$ cat config.mk
export PLATFORM = sky130hd
export DESIGN_NAME = fcmp_unit
export DESIGN_NICKNAME = d
export VERILOG_FILES = /design/src/rtl/fcmp_pkg.sv /design/src/rtl/fcmp_classify.sv /design/src/rtl/fcmp_mag_cmp.sv /design/src/rtl/fcmp_cmp_max.sv /design/src/rtl/fcmp_result_stage.sv /design/src/rtl/fcmp_unit.sv
export VERILOG_INCLUDE_DIRS = /design/src /design/src/rtl
export SDC_FILE = /design/constraint.sdc
export NUM_CORES = 1
export LEC_CHECK = 0
export BUFFER_PORTS_ARGS = -buffer_cell sky130_fd_sc_hd__buf_2
export CORE_ASPECT_RATIO = 1.75
export CORE_UTILIZATION = 57
export CTS_BUF_LIST = sky130_fd_sc_hd__clkbuf_8
export DETAILED_ROUTE_END_ITERATION = 10
export HOLD_SLACK_MARGIN = 0.03
export PLACE_DENSITY = 0.83
export SYNTH_ARGS = -nofsm -noshare
export SYNTH_HDL_FRONTEND = slang
export SYNTH_SLANG_ARGS = --single-unit
$ cat constraint.sdc
create_clock -name clk -period 5.1 [get_ports clk]
set_input_delay 0.765 -clock clk [delete_from_list [all_inputs] [get_ports clk]]
set_output_delay 0.765 -clock clk [all_outputs]
set_load 0.01 [all_outputs]
$ cat src/rtl/fcmp_macros.svh
// Binary64 field widths and the canonical quiet NaN for the compare unit
`ifndef FCMP_MACROS_SVH
`define FCMP_MACROS_SVH

// Whole operand word
`define FCMP_DATA_W 64

// Biased exponent field
`define FCMP_EXP_W 11

// Stored fraction field, hidden bit not included
`define FCMP_FRAC_W 52

// Sign 0, exponent all ones, fraction MSB set
`define FCMP_QNAN 64'h7FF8_0000_0000_0000

`endif

$ cat src/rtl/fcmp_pkg.sv
// Opcode and handshake FSM types shared by the compare and min/max unit
`default_nettype none

package fcmp_pkg;

  // --------------------
  // Opcodes
  // --------------------
  // Ordered forms are false when any operand is NaN
  // The U forms are true when any operand is NaN
  typedef enum logic [3:0] {
    FEQ   = 4'd0,
    FNE   = 4'd1,
    FLT   = 4'd2,
    FLE   = 4'd3,
    FUEQ  = 4'd4,
    FUNE  = 4'd5,
    FULT  = 4'd6,
    FULE  = 4'd7,
    FORD  = 4'd8,
    FUORD = 4'd9,
    FMAX  = 4'd10,
    FMIN  = 4'd11
  } fcmp_op_e;

  // --------------------
  // Handshake FSM
  // --------------------
  typedef enum logic [1:0] {
    // Waiting for req
    IDLE = 2'd0,
    // Operands held, result loads on the next edge
    CALC = 2'd1,
    // ack high until req falls
    ACK  = 2'd2,
    // req seen low, ack clears on the next edge
    DROP = 2'd3
  } fcmp_state_e;

endpackage

`default_nettype wire

$ cat src/rtl/fcmp_classify.sv
// Operand classifier that splits both binary64 words into fields and flags NaNs and zeros
`default_nettype none
`include "fcmp_macros.svh"

module fcmp_classify (
  input  wire  [`FCMP_DATA_W-1:0] src0,
  input  wire  [`FCMP_DATA_W-1:0] src1,
  output logic                    src0_s,
  output logic [`FCMP_EXP_W-1:0]  src0_e,
  output logic [`FCMP_FRAC_W-1:0] src0_f,
  output logic                    src1_s,
  output logic [`FCMP_EXP_W-1:0]  src1_e,
  output logic [`FCMP_FRAC_W-1:0] src1_f,
  output logic                    src0_snan,
  output logic                    src0_qnan,
  output logic                    src1_snan,
  output logic                    src1_qnan,
  output logic                    src0_zero,
  output logic                    src1_zero
);

  logic src0_e_ones;
  logic src1_e_ones;
  logic src0_f_nz;
  logic src1_f_nz;

  // --------------------
  // Field split
  // --------------------
  assign src0_s = src0[`FCMP_DATA_W-1];
  assign src0_e = src0[`FCMP_DATA_W-2 -: `FCMP_EXP_W];
  assign src0_f = src0[`FCMP_FRAC_W-1:0];

  assign src1_s = src1[`FCMP_DATA_W-1];
  assign src1_e = src1[`FCMP_DATA_W-2 -: `FCMP_EXP_W];
  assign src1_f = src1[`FCMP_FRAC_W-1:0];

  // --------------------
  // Classes
  // --------------------
  assign src0_e_ones = &src0_e;
  assign src1_e_ones = &src1_e;
  assign src0_f_nz   = |src0_f;
  assign src1_f_nz   = |src1_f;

  // Fraction MSB decides quiet vs signaling
  assign src0_qnan = src0_e_ones & src0_f[`FCMP_FRAC_W-1];
  assign src0_snan = src0_e_ones & src0_f_nz & ~src0_f[`FCMP_FRAC_W-1];
  assign src1_qnan = src1_e_ones & src1_f[`FCMP_FRAC_W-1];
  assign src1_snan = src1_e_ones & src1_f_nz & ~src1_f[`FCMP_FRAC_W-1];

  // Subnormals count as ordinary nonzero numbers
  assign src0_zero = ~(|src0_e) & ~src0_f_nz;
  assign src1_zero = ~(|src1_e) & ~src1_f_nz;

endmodule

`default_nettype wire

$ cat src/rtl/fcmp_mag_cmp.sv
// Magnitude comparator that orders the operands and derives equality and value-order facts
`default_nettype none
`include "fcmp_macros.svh"

module fcmp_mag_cmp (
  input  wire                     src0_s,
  input  wire  [`FCMP_EXP_W-1:0]  src0_e,
  input  wire  [`FCMP_FRAC_W-1:0] src0_f,
  input  wire                     src0_zero,
  input  wire                     src1_s,
  input  wire  [`FCMP_EXP_W-1:0]  src1_e,
  input  wire  [`FCMP_FRAC_W-1:0] src1_f,
  input  wire                     src1_zero,
  output logic                    src_a_s,
  output logic [`FCMP_EXP_W-1:0]  src_a_e,
  output logic [`FCMP_FRAC_W-1:0] src_a_f,
  output logic                    src_b_s,
  output logic [`FCMP_EXP_W-1:0]  src_b_e,
  output logic [`FCMP_FRAC_W-1:0] src_b_f,
  output logic                    src_chg,
  output logic                    src0_eq_src1,
  output logic                    act_s,
  output logic                    both_zero
);

  logic exp_lt;
  logic exp_eq;
  logic frac_lt;
  logic frac_eq;
  logic mag_lt;
  logic mag_eq;

  // --------------------
  // Magnitude compare
  // --------------------
  assign exp_lt  = src0_e < src1_e;
  assign exp_eq  = src0_e == src1_e;
  assign frac_lt = src0_f < src1_f;
  assign frac_eq = src0_f == src1_f;

  // |src0| < |src1|, exponent first then fraction
  assign mag_lt = exp_lt | (exp_eq & frac_lt);
  assign mag_eq = exp_eq & frac_eq;

  assign src0_eq_src1 = mag_eq;
  assign both_zero    = src0_zero & src1_zero;

  // --------------------
  // Ordering
  // --------------------
  // Swap only when src1 is strictly larger, so src_a is never the smaller one
  assign src_chg = mag_lt;

  assign src_a_s = src_chg ? src1_s : src0_s;
  assign src_a_e = src_chg ? src1_e : src0_e;
  assign src_a_f = src_chg ? src1_f : src0_f;
  assign src_b_s = src_chg ? src0_s : src1_s;
  assign src_b_e = src_chg ? src0_e : src1_e;
  assign src_b_f = src_chg ? src0_f : src1_f;

  // Signed value order, src0 strictly below src1
  always_comb begin
    case ({src0_s, src1_s})
      2'b10:   act_s = ~both_zero;
      2'b01:   act_s = 1'b0;
      2'b00:   act_s = mag_lt;
      default: act_s = ~mag_lt & ~mag_eq; // both negative, larger magnitude is smaller
    endcase
  end

endmodule

`default_nettype wire

$ cat src/rtl/fcmp_cmp_max.sv
// Compare and max/min selector that turns magnitude facts into a predicate and selected fields
`default_nettype none
`include "fcmp_macros.svh"

module fcmp_cmp_max import fcmp_pkg::*; (
  input  wire  fcmp_op_e          op,
  input  wire                     act_s,
  input  wire                     both_zero,
  input  wire                     src0_eq_src1,
  input  wire                     src_chg,
  input  wire                     src_a_s,
  input  wire  [`FCMP_EXP_W-1:0]  src_a_e,
  input  wire  [`FCMP_FRAC_W-1:0] src_a_f,
  input  wire                     src_b_s,
  input  wire  [`FCMP_EXP_W-1:0]  src_b_e,
  input  wire  [`FCMP_FRAC_W-1:0] src_b_f,
  input  wire                     src0_snan,
  input  wire                     src0_qnan,
  input  wire                     src1_snan,
  input  wire                     src1_qnan,
  output logic                    cmp_r,
  output logic                    sel_s,
  output logic [`FCMP_EXP_W-1:0]  sel_e,
  output logic [`FCMP_FRAC_W-1:0] sel_f
);

  logic any_nan;
  logic val_eq;
  logic cmp_eq;
  logic cmp_ne;
  logic cmp_lt;
  logic cmp_le;
  logic op_max;
  logic pick_b_max;
  logic pick_b_min;
  logic both0_s;

  // --------------------
  // Compare predicates
  // --------------------
  assign any_nan = src0_snan | src0_qnan | src1_snan | src1_qnan;

  // Equal magnitude with matching sign, or +0 against -0
  assign val_eq = (src_a_s == src_b_s) & src0_eq_src1 | both_zero;

  assign cmp_eq = val_eq & ~any_nan;
  assign cmp_ne = ~val_eq & ~any_nan;
  assign cmp_lt = act_s & ~val_eq & ~any_nan;
  assign cmp_le = cmp_eq | cmp_lt;

  always_comb begin
    case (op)
      FEQ:     cmp_r = cmp_eq;
      FNE:     cmp_r = cmp_ne;
      FLT:     cmp_r = cmp_lt;
      FLE:     cmp_r = cmp_le;
      FUEQ:    cmp_r = cmp_eq | any_nan;
      FUNE:    cmp_r = cmp_ne | any_nan;
      FULT:    cmp_r = cmp_lt | any_nan;
      FULE:    cmp_r = cmp_le | any_nan;
      FORD:    cmp_r = ~any_nan;
      FUORD:   cmp_r = any_nan;
      default: cmp_r = 1'b0;
    endcase
  end

  // --------------------
  // Max/min select
  // --------------------
  // src_b holds src0 only after a swap, hence the XOR with src_chg
  assign op_max     = (op == FMAX);
  assign pick_b_max = act_s ^ src_chg;
  assign pick_b_min = ~act_s ^ src_chg;

  // max(+0,-0) is +0 and min(+0,-0) is -0
  assign both0_s = op_max ? (src_a_s & src_b_s) : (src_a_s | src_b_s);

  assign sel_s = both_zero ? both0_s :
                 op_max    ? (pick_b_max ? src_b_s : src_a_s)
                           : (pick_b_min ? src_b_s : src_a_s);

  assign sel_e = op_max ? (pick_b_max ? src_b_e : src_a_e)
                        : (pick_b_min ? src_b_e : src_a_e);

  assign sel_f = op_max ? (pick_b_max ? src_b_f : src_a_f)
                        : (pick_b_min ? src_b_f : src_a_f);

  // Opcode arrives from outside through the operand register
  always_comb begin
    assert (op inside {FEQ, FNE, FLT, FLE, FUEQ, FUNE, FULT, FULE,
                       FORD, FUORD, FMAX, FMIN})
      else $error("fcmp_cmp_max: undefined opcode %0d", op);
  end

endmodule

`default_nettype wire

$ cat src/rtl/fcmp_result_stage.sv
// Handshake and result stage that captures operands, applies NaN rules and holds the result
`default_nettype none
`include "fcmp_macros.svh"

module fcmp_result_stage import fcmp_pkg::*; (
  input  wire                     clk,
  input  wire                     rst_n,
  input  wire                     req,
  input  wire  fcmp_op_e          op,
  input  wire  [`FCMP_DATA_W-1:0] src0,
  input  wire  [`FCMP_DATA_W-1:0] src1,
  input  wire                     cmp_r,
  input  wire                     sel_s,
  input  wire  [`FCMP_EXP_W-1:0]  sel_e,
  input  wire  [`FCMP_FRAC_W-1:0] sel_f,
  input  wire                     src0_snan,
  input  wire                     src0_qnan,
  input  wire                     src1_snan,
  input  wire                     src1_qnan,
  output logic                    ack,
  output logic [`FCMP_DATA_W-1:0] result,
  output logic                    nv,
  output fcmp_op_e                op_q,
  output logic [`FCMP_DATA_W-1:0] src0_q,
  output logic [`FCMP_DATA_W-1:0] src1_q
);

  fcmp_state_e             state;
  fcmp_state_e             state_nxt;
  logic                    src0_nan;
  logic                    src1_nan;
  logic                    nv_nxt;
  logic [`FCMP_DATA_W-1:0] result_nxt;

  // --------------------
  // Handshake FSM
  // --------------------
  always_comb begin
    case (state)
      IDLE:    state_nxt = req ? CALC : IDLE;
      CALC:    state_nxt = ACK;
      ACK:     state_nxt = req ? ACK : DROP;
      default: state_nxt = IDLE;
    endcase
  end

  always_ff @(posedge clk or negedge rst_n) begin
    if (!rst_n) begin
      state  <= IDLE;
      ack    <= 1'b0;
      op_q   <= FEQ;
      result <= '0;
      nv     <= 1'b0;
    end else begin
      state <= state_nxt;
      if (state == IDLE && req) begin
        op_q <= op;
      end
      if (state == CALC) begin
        ack    <= 1'b1;
        result <= result_nxt;
        nv     <= nv_nxt;
      end else if (state == DROP) begin
        ack <= 1'b0;
      end
    end
  end

  // Operand words
  always_ff @(posedge clk) begin
    if (state == IDLE && req) begin
      src0_q <= src0;
      src1_q <= src1;
    end
  end

  // --------------------
  // Result and flag
  // --------------------
  assign src0_nan = src0_snan | src0_qnan;
  assign src1_nan = src1_snan | src1_qnan;

  // Signaling compares raise nv on a quiet NaN too
  assign nv_nxt = src0_snan | src1_snan | ((op_q == FLT || op_q == FLE) & (src0_nan | src1_nan));

  always_comb begin
    if (op_q == FMAX || op_q == FMIN) begin
      if (src0_nan && src1_nan) begin
        result_nxt = `FCMP_QNAN;
      end else if (src0_nan) begin
        result_nxt = src1_q;
      end else if (src1_nan) begin
        result_nxt = src0_q;
      end else begin
        result_nxt = {sel_s, sel_e, sel_f};
      end
    end else begin
      result_nxt = {{(`FCMP_DATA_W-1){1'b0}}, cmp_r};
    end
  end

  // ack follows a request that was still up on the previous edge
  a_ack_after_req: assert property (@(posedge clk) disable iff (!rst_n)
    $rose(ack) |-> $past(req))
    else $error("fcmp_result_stage: ack rose without a request");

  // A new request only once the previous ack has cleared
  a_req_after_ack: assert property (@(posedge clk) disable iff (!rst_n)
    $rose(req) |-> !ack)
    else $error("fcmp_result_stage: req rose while ack was still high");

endmodule

`default_nettype wire

$ cat src/rtl/fcmp_unit.sv
// Binary64 compare and min/max unit behind a four-phase req/ack handshake
`default_nettype none
`include "fcmp_macros.svh"

module fcmp_unit import fcmp_pkg::*; (
  input  wire                     clk,
  input  wire                     rst_n,
  input  wire                     req,
  input  wire  fcmp_op_e          op,
  input  wire  [`FCMP_DATA_W-1:0] src0,
  input  wire  [`FCMP_DATA_W-1:0] src1,
  output logic                    ack,
  output logic [`FCMP_DATA_W-1:0] result,
  output logic                    nv
);

  // Registered request
  fcmp_op_e                op_q;
  logic [`FCMP_DATA_W-1:0] src0_q;
  logic [`FCMP_DATA_W-1:0] src1_q;

  // Classified fields
  logic                    src0_s;
  logic [`FCMP_EXP_W-1:0]  src0_e;
  logic [`FCMP_FRAC_W-1:0] src0_f;
  logic                    src1_s;
  logic [`FCMP_EXP_W-1:0]  src1_e;
  logic [`FCMP_FRAC_W-1:0] src1_f;
  logic                    src0_snan;
  logic                    src0_qnan;
  logic                    src1_snan;
  logic                    src1_qnan;
  logic                    src0_zero;
  logic                    src1_zero;

  // Ordered operands and magnitude facts
  logic                    src_a_s;
  logic [`FCMP_EXP_W-1:0]  src_a_e;
  logic [`FCMP_FRAC_W-1:0] src_a_f;
  logic                    src_b_s;
  logic [`FCMP_EXP_W-1:0]  src_b_e;
  logic [`FCMP_FRAC_W-1:0] src_b_f;
  logic                    src_chg;
  logic                    src0_eq_src1;
  logic                    act_s;
  logic                    both_zero;

  // Predicate and selected fields
  logic                    cmp_r;
  logic                    sel_s;
  logic [`FCMP_EXP_W-1:0]  sel_e;
  logic [`FCMP_FRAC_W-1:0] sel_f;

  fcmp_result_stage u_result_stage (
    .clk, .rst_n, .req, .op, .src0, .src1,
    .cmp_r, .sel_s, .sel_e, .sel_f,
    .src0_snan, .src0_qnan, .src1_snan, .src1_qnan,
    .ack, .result, .nv, .op_q, .src0_q, .src1_q
  );

  fcmp_classify u_classify (
    .src0 (src0_q),
    .src1 (src1_q),
    .src0_s, .src0_e, .src0_f, .src1_s, .src1_e, .src1_f,
    .src0_snan, .src0_qnan, .src1_snan, .src1_qnan,
    .src0_zero, .src1_zero
  );

  fcmp_mag_cmp u_mag_cmp (
    .src0_s, .src0_e, .src0_f, .src0_zero,
    .src1_s, .src1_e, .src1_f, .src1_zero,
    .src_a_s, .src_a_e, .src_a_f, .src_b_s, .src_b_e, .src_b_f,
    .src_chg, .src0_eq_src1, .act_s, .both_zero
  );

  fcmp_cmp_max u_cmp_max (
    .op (op_q),
    .act_s, .both_zero, .src0_eq_src1, .src_chg,
    .src_a_s, .src_a_e, .src_a_f, .src_b_s, .src_b_e, .src_b_f,
    .src0_snan, .src0_qnan, .src1_snan, .src1_qnan,
    .cmp_r, .sel_s, .sel_e, .sel_f
  );

endmodule

`default_nettype wire

==> flow_metrics.tcl <==
set metrics [dict create \
    antenna_found_initial 3 \
    grt_usage_pct 29.4 \
    yosysWarningCount 0 \
    total_leakage_power_nw 5.16 \
    final.setup.tns_ns 0 \
    grt_pass1_vias 7381 \
    period_share_pct 82.0 \
    slowest_delay_ns 0.53 \
    hold_viol_final 0 \
    r2r_slack_ns 0.92 \
    critPathKind "flop to flop" \
    cts-htree-levels 4 \
    layout.cells.most_common "buf_2" \
    worst-endpoint-arrival_ns 4.61 \
    routed-via-count 7255 \
    postCtsHoldBufs 0 \
    worst_hold_margin_ns 0.438 \
    final_setup_viols 0 \
    timing.critical_path.mode_cell "a221o_1" \
    via_cell_ratio 6.07 \
    drc_errors 0 \
    die_height_um 175 \
    r2r_end "u_result_stage.result[12]" \
    rsz0062_at_grt "false" \
    mostFrequentLayoutCells "buf_2 (199), edfxtp_1 (128), inv_1 (73), ha_1 (73), dfrtp_1 (72)" \
    ys_ff_latch 200 \
    globalRouteOverflowTotal 0 \
    detail-route-antenna-nets 0 \
    timing.final.max_slew_violations 0 \
    synth_cell_type_count 57 \
    die-area_um2 17500 \
    worstMarginPinSlew_ns 1.03 \
    yosysSeqAreaShare_pct 58.2 \
    core.rowCount 62 \
    cts_inserted_buffers 17 \
    insertion_delay_ns 0.49 \
    final.fill_count 1212 \
    worst_ep_required_time_ns 5.52 \
    tritoncts "built" \
    crit_path_cell_trace "inv_1 > ha_1 > nand4_1 > nor4_1 > nand3_1 > a31oi_1 > o21ai_0 > a21boi_0 > a221o_1 > nand2_4 > a211oi_4 > buf_4 > a221o_1" \
    r2r.worst_path.cells 13 \
    cts_max_path_bufs 2 \
    async_flop_share_pct 36.0 \
    worst_slew_margin_rel_pct 31.3 \
    worst_clock_skew_ns 0.0165 \
    floorplan.initialDensity_pct 58.7 \
    timing.critical_path.from_type "flop" \
    drt_pre_antenna_iters 7 \
    holdCritStartpoint "src1[13]" \
    cts_setup_buffers 0 \
    post-route-min-period_ns 4.18 \
    drt_iter0_markers 429 \
    drv.max_cap_violation_count 0 \
    final_layout_size_suffix_gt1_share_pct 30.3 \
    slowest_stage "buf_4" \
    power.ir.vdd_worst_mv 0.268 \
    syn_area_um2 9690 \
    synthesis.area_per_instance_um2 12.9 \
    r2r_start "u_result_stage.src1_q[39]" \
    endpoint_kind "flop" \
    place_hpwl_um 18100 \
    synth_ff_type "edfxtp_1" \
    maximum_clock_rate_mhz 239 \
    detail_route.wl_per_cell_um 20.7 \
    die_x_um 101 \
    area.growth.synth_to_final_pct 15.7 \
    maximum_number_of_pins_on_one_net_before_global_route_repair 73 \
    fp.coreArea_um2 16500 \
    clock_tree.root_cell "clkbuf_8" \
    ctsResizeCount 0 \
    synth_enable_flop_cells 128 \
    pwr_density_cell_nw_per_um2 463 \
    gp_congestion 0.989 \
    finish.net_count 1164 \
    cp_max_fo 50 \
    synthCells 754 \
    io_buffer_count 200 \
    finalWirelength_um 24700 \
    synth.net_count 962 \
    hold_path.class "input port to flop" \
    pin_count 201 \
    holdPathEnd "u_result_stage.src1_q[13]" \
    global_route_wire_length_before_repair_um 38100 \
    clkSlewWorstSetupHoldPaths_ns 0.10 \
    outcome "completed" \
    clock-sinks 200 \
    min_delay_path_depth 1 \
]
## area by class of cell
type                    count  area, um2  area share (%)
diodes                      3       7.51          0.0670
clock buffers              18        248            2.21
clock inverters            14        158            1.41
inverters                  74        280            2.50
multi-input cells         455       3530            31.5
flip-flops and latches    200       5650            50.4
well taps                 224        280            2.50
repair buffers            208       1060            9.49
## Yosys cell counts (2+ instances only)
| cell type | n | share of area [%] |
|---|---|---|
| nand4_1 | 23 | 1.5 |
| nand2b_1 | 6 | 0.39 |
| a21o_1 | 5 | 0.39 |
| inv_1 | 73 | 2.8 |
| nand3b_1 | 2 | 0.15 |
| buf_4 | 2 | 0.15 |
| and2b_2 | 39 | 3.5 |
| a21oi_1 | 34 | 1.8 |
| ha_1 | 73 | 9.4 |
| a221o_1 | 61 | 6.3 |
| nor4_1 | 36 | 2.3 |
| a221oi_1 | 3 | 0.27 |
| nor3_1 | 8 | 0.41 |
| buf_12 | 6 | 1.2 |
| o21ai_0 | 29 | 1.5 |
| buf_6 | 5 | 0.58 |
| nand2_1 | 24 | 0.93 |
| o211ai_1 | 3 | 0.23 |
| a211oi_1 | 5 | 0.39 |
| edfxtp_1 | 128 | 40 |
| nand3_1 | 31 | 1.6 |
| clkbuf_1 | 9 | 0.35 |
| mux2_2 | 3 | 0.35 |
| and2_2 | 2 | 0.15 |
| and2b_1 | 11 | 0.85 |
| o21a_1 | 2 | 0.15 |
| or3_2 | 2 | 0.15 |
| nor2b_1 | 4 | 0.26 |
| nor2_1 | 23 | 0.89 |
| or3_1 | 3 | 0.19 |
| mux2i_1 | 2 | 0.21 |
| dfrtp_1 | 72 | 19 |
## how the worst max path moves through the flow
stage	start	end	slack, ns	cells past startpoint
global route	u_result_stage.src1_q[39]	u_result_stage.result[10]	0.78	13
CTS	u_result_stage.src0_q[60]	u_result_stage.result[12]	0.99	12
detailed placement	u_result_stage.src0_q[60]	u_result_stage.result[48]	1.00	12
finish	u_result_stage.src1_q[39]	u_result_stage.result[12]	0.92	13
floorplan	req	u_result_stage.src0_q[0]	1.23	2
global placement	u_result_stage.src0_q[62]	u_result_stage.result[32]	1.12	12
## state kept, by name (all words and copies together), names as in the netlist
signal / flops
u_result_stage.result: 64
u_result_stage.src0_q: 64
u_result_stage.src1_q: 64
u_result_stage.op_q: 4
u_result_stage.state: 2
u_result_stage.ack: 1
u_result_stage.nv: 1
## cells by family after synthesis
group	share of synthesized area [%]
buffers and inverters	5.40
flip-flops	58.2
AND/OR/NAND/NOR	14.1
XOR/XNOR	0.168
adder cells (fa/ha/maj)	9.42
AO/OA/AOI/OAI	12.1
multiplexers	0.555
## power breakdown
part	leakage (nW)	total (W)	internal [W]	switching [W]
clock	0.203	0.00104	0.000491	0.000548
combinational	2.79	0.00157	0.000711	0.000854
sequential	2.16	0.00259	0.00223	0.000362
## metrics by stage
step | worst slack [ns] | instances | instance area (um2) | util [%] | power [W]
floorplan | 1.23 | 754 | 9690 | - | 0.00356
global placement | 1.12 | 1161 | 10800 | 65.3 | 0.00411
detailed placement | 1.00 | 1161 | 10800 | 65.3 | 0.00417
CTS | 0.986 | 1193 | 11200 | 67.8 | 0.00520
global route | 0.777 | 1196 | 11200 | 67.8 | 0.00546
finish | 0.916 | 1196 | 11200 | 67.8 | 0.00519
## per-layer routing
layer  wire length, um  vias up  global-route usage [%]
met5                 0        -                       0
met4              1330        0                    17.5
met3              1600       81                    6.39
met2             13000      368                    50.9
met1              8770     3521                    32.6
li1                  -     3285                       -
## worst max-delay path, delay by kind of cell, from the launching register on
| family | cells | cell delay, ns |
|---|---|---|
| AND/OR/NAND/NOR | 4 | 1.02 |
| flip-flops | 1 | 0.45 |
| buffers and inverters | 2 | 0.60 |
| AO/OA/AOI/OAI | 6 | 1.71 |
| adder cells (fa/ha/maj) | 1 | 0.31 |
No activity file was read; power rests on OpenSTA's default activity.
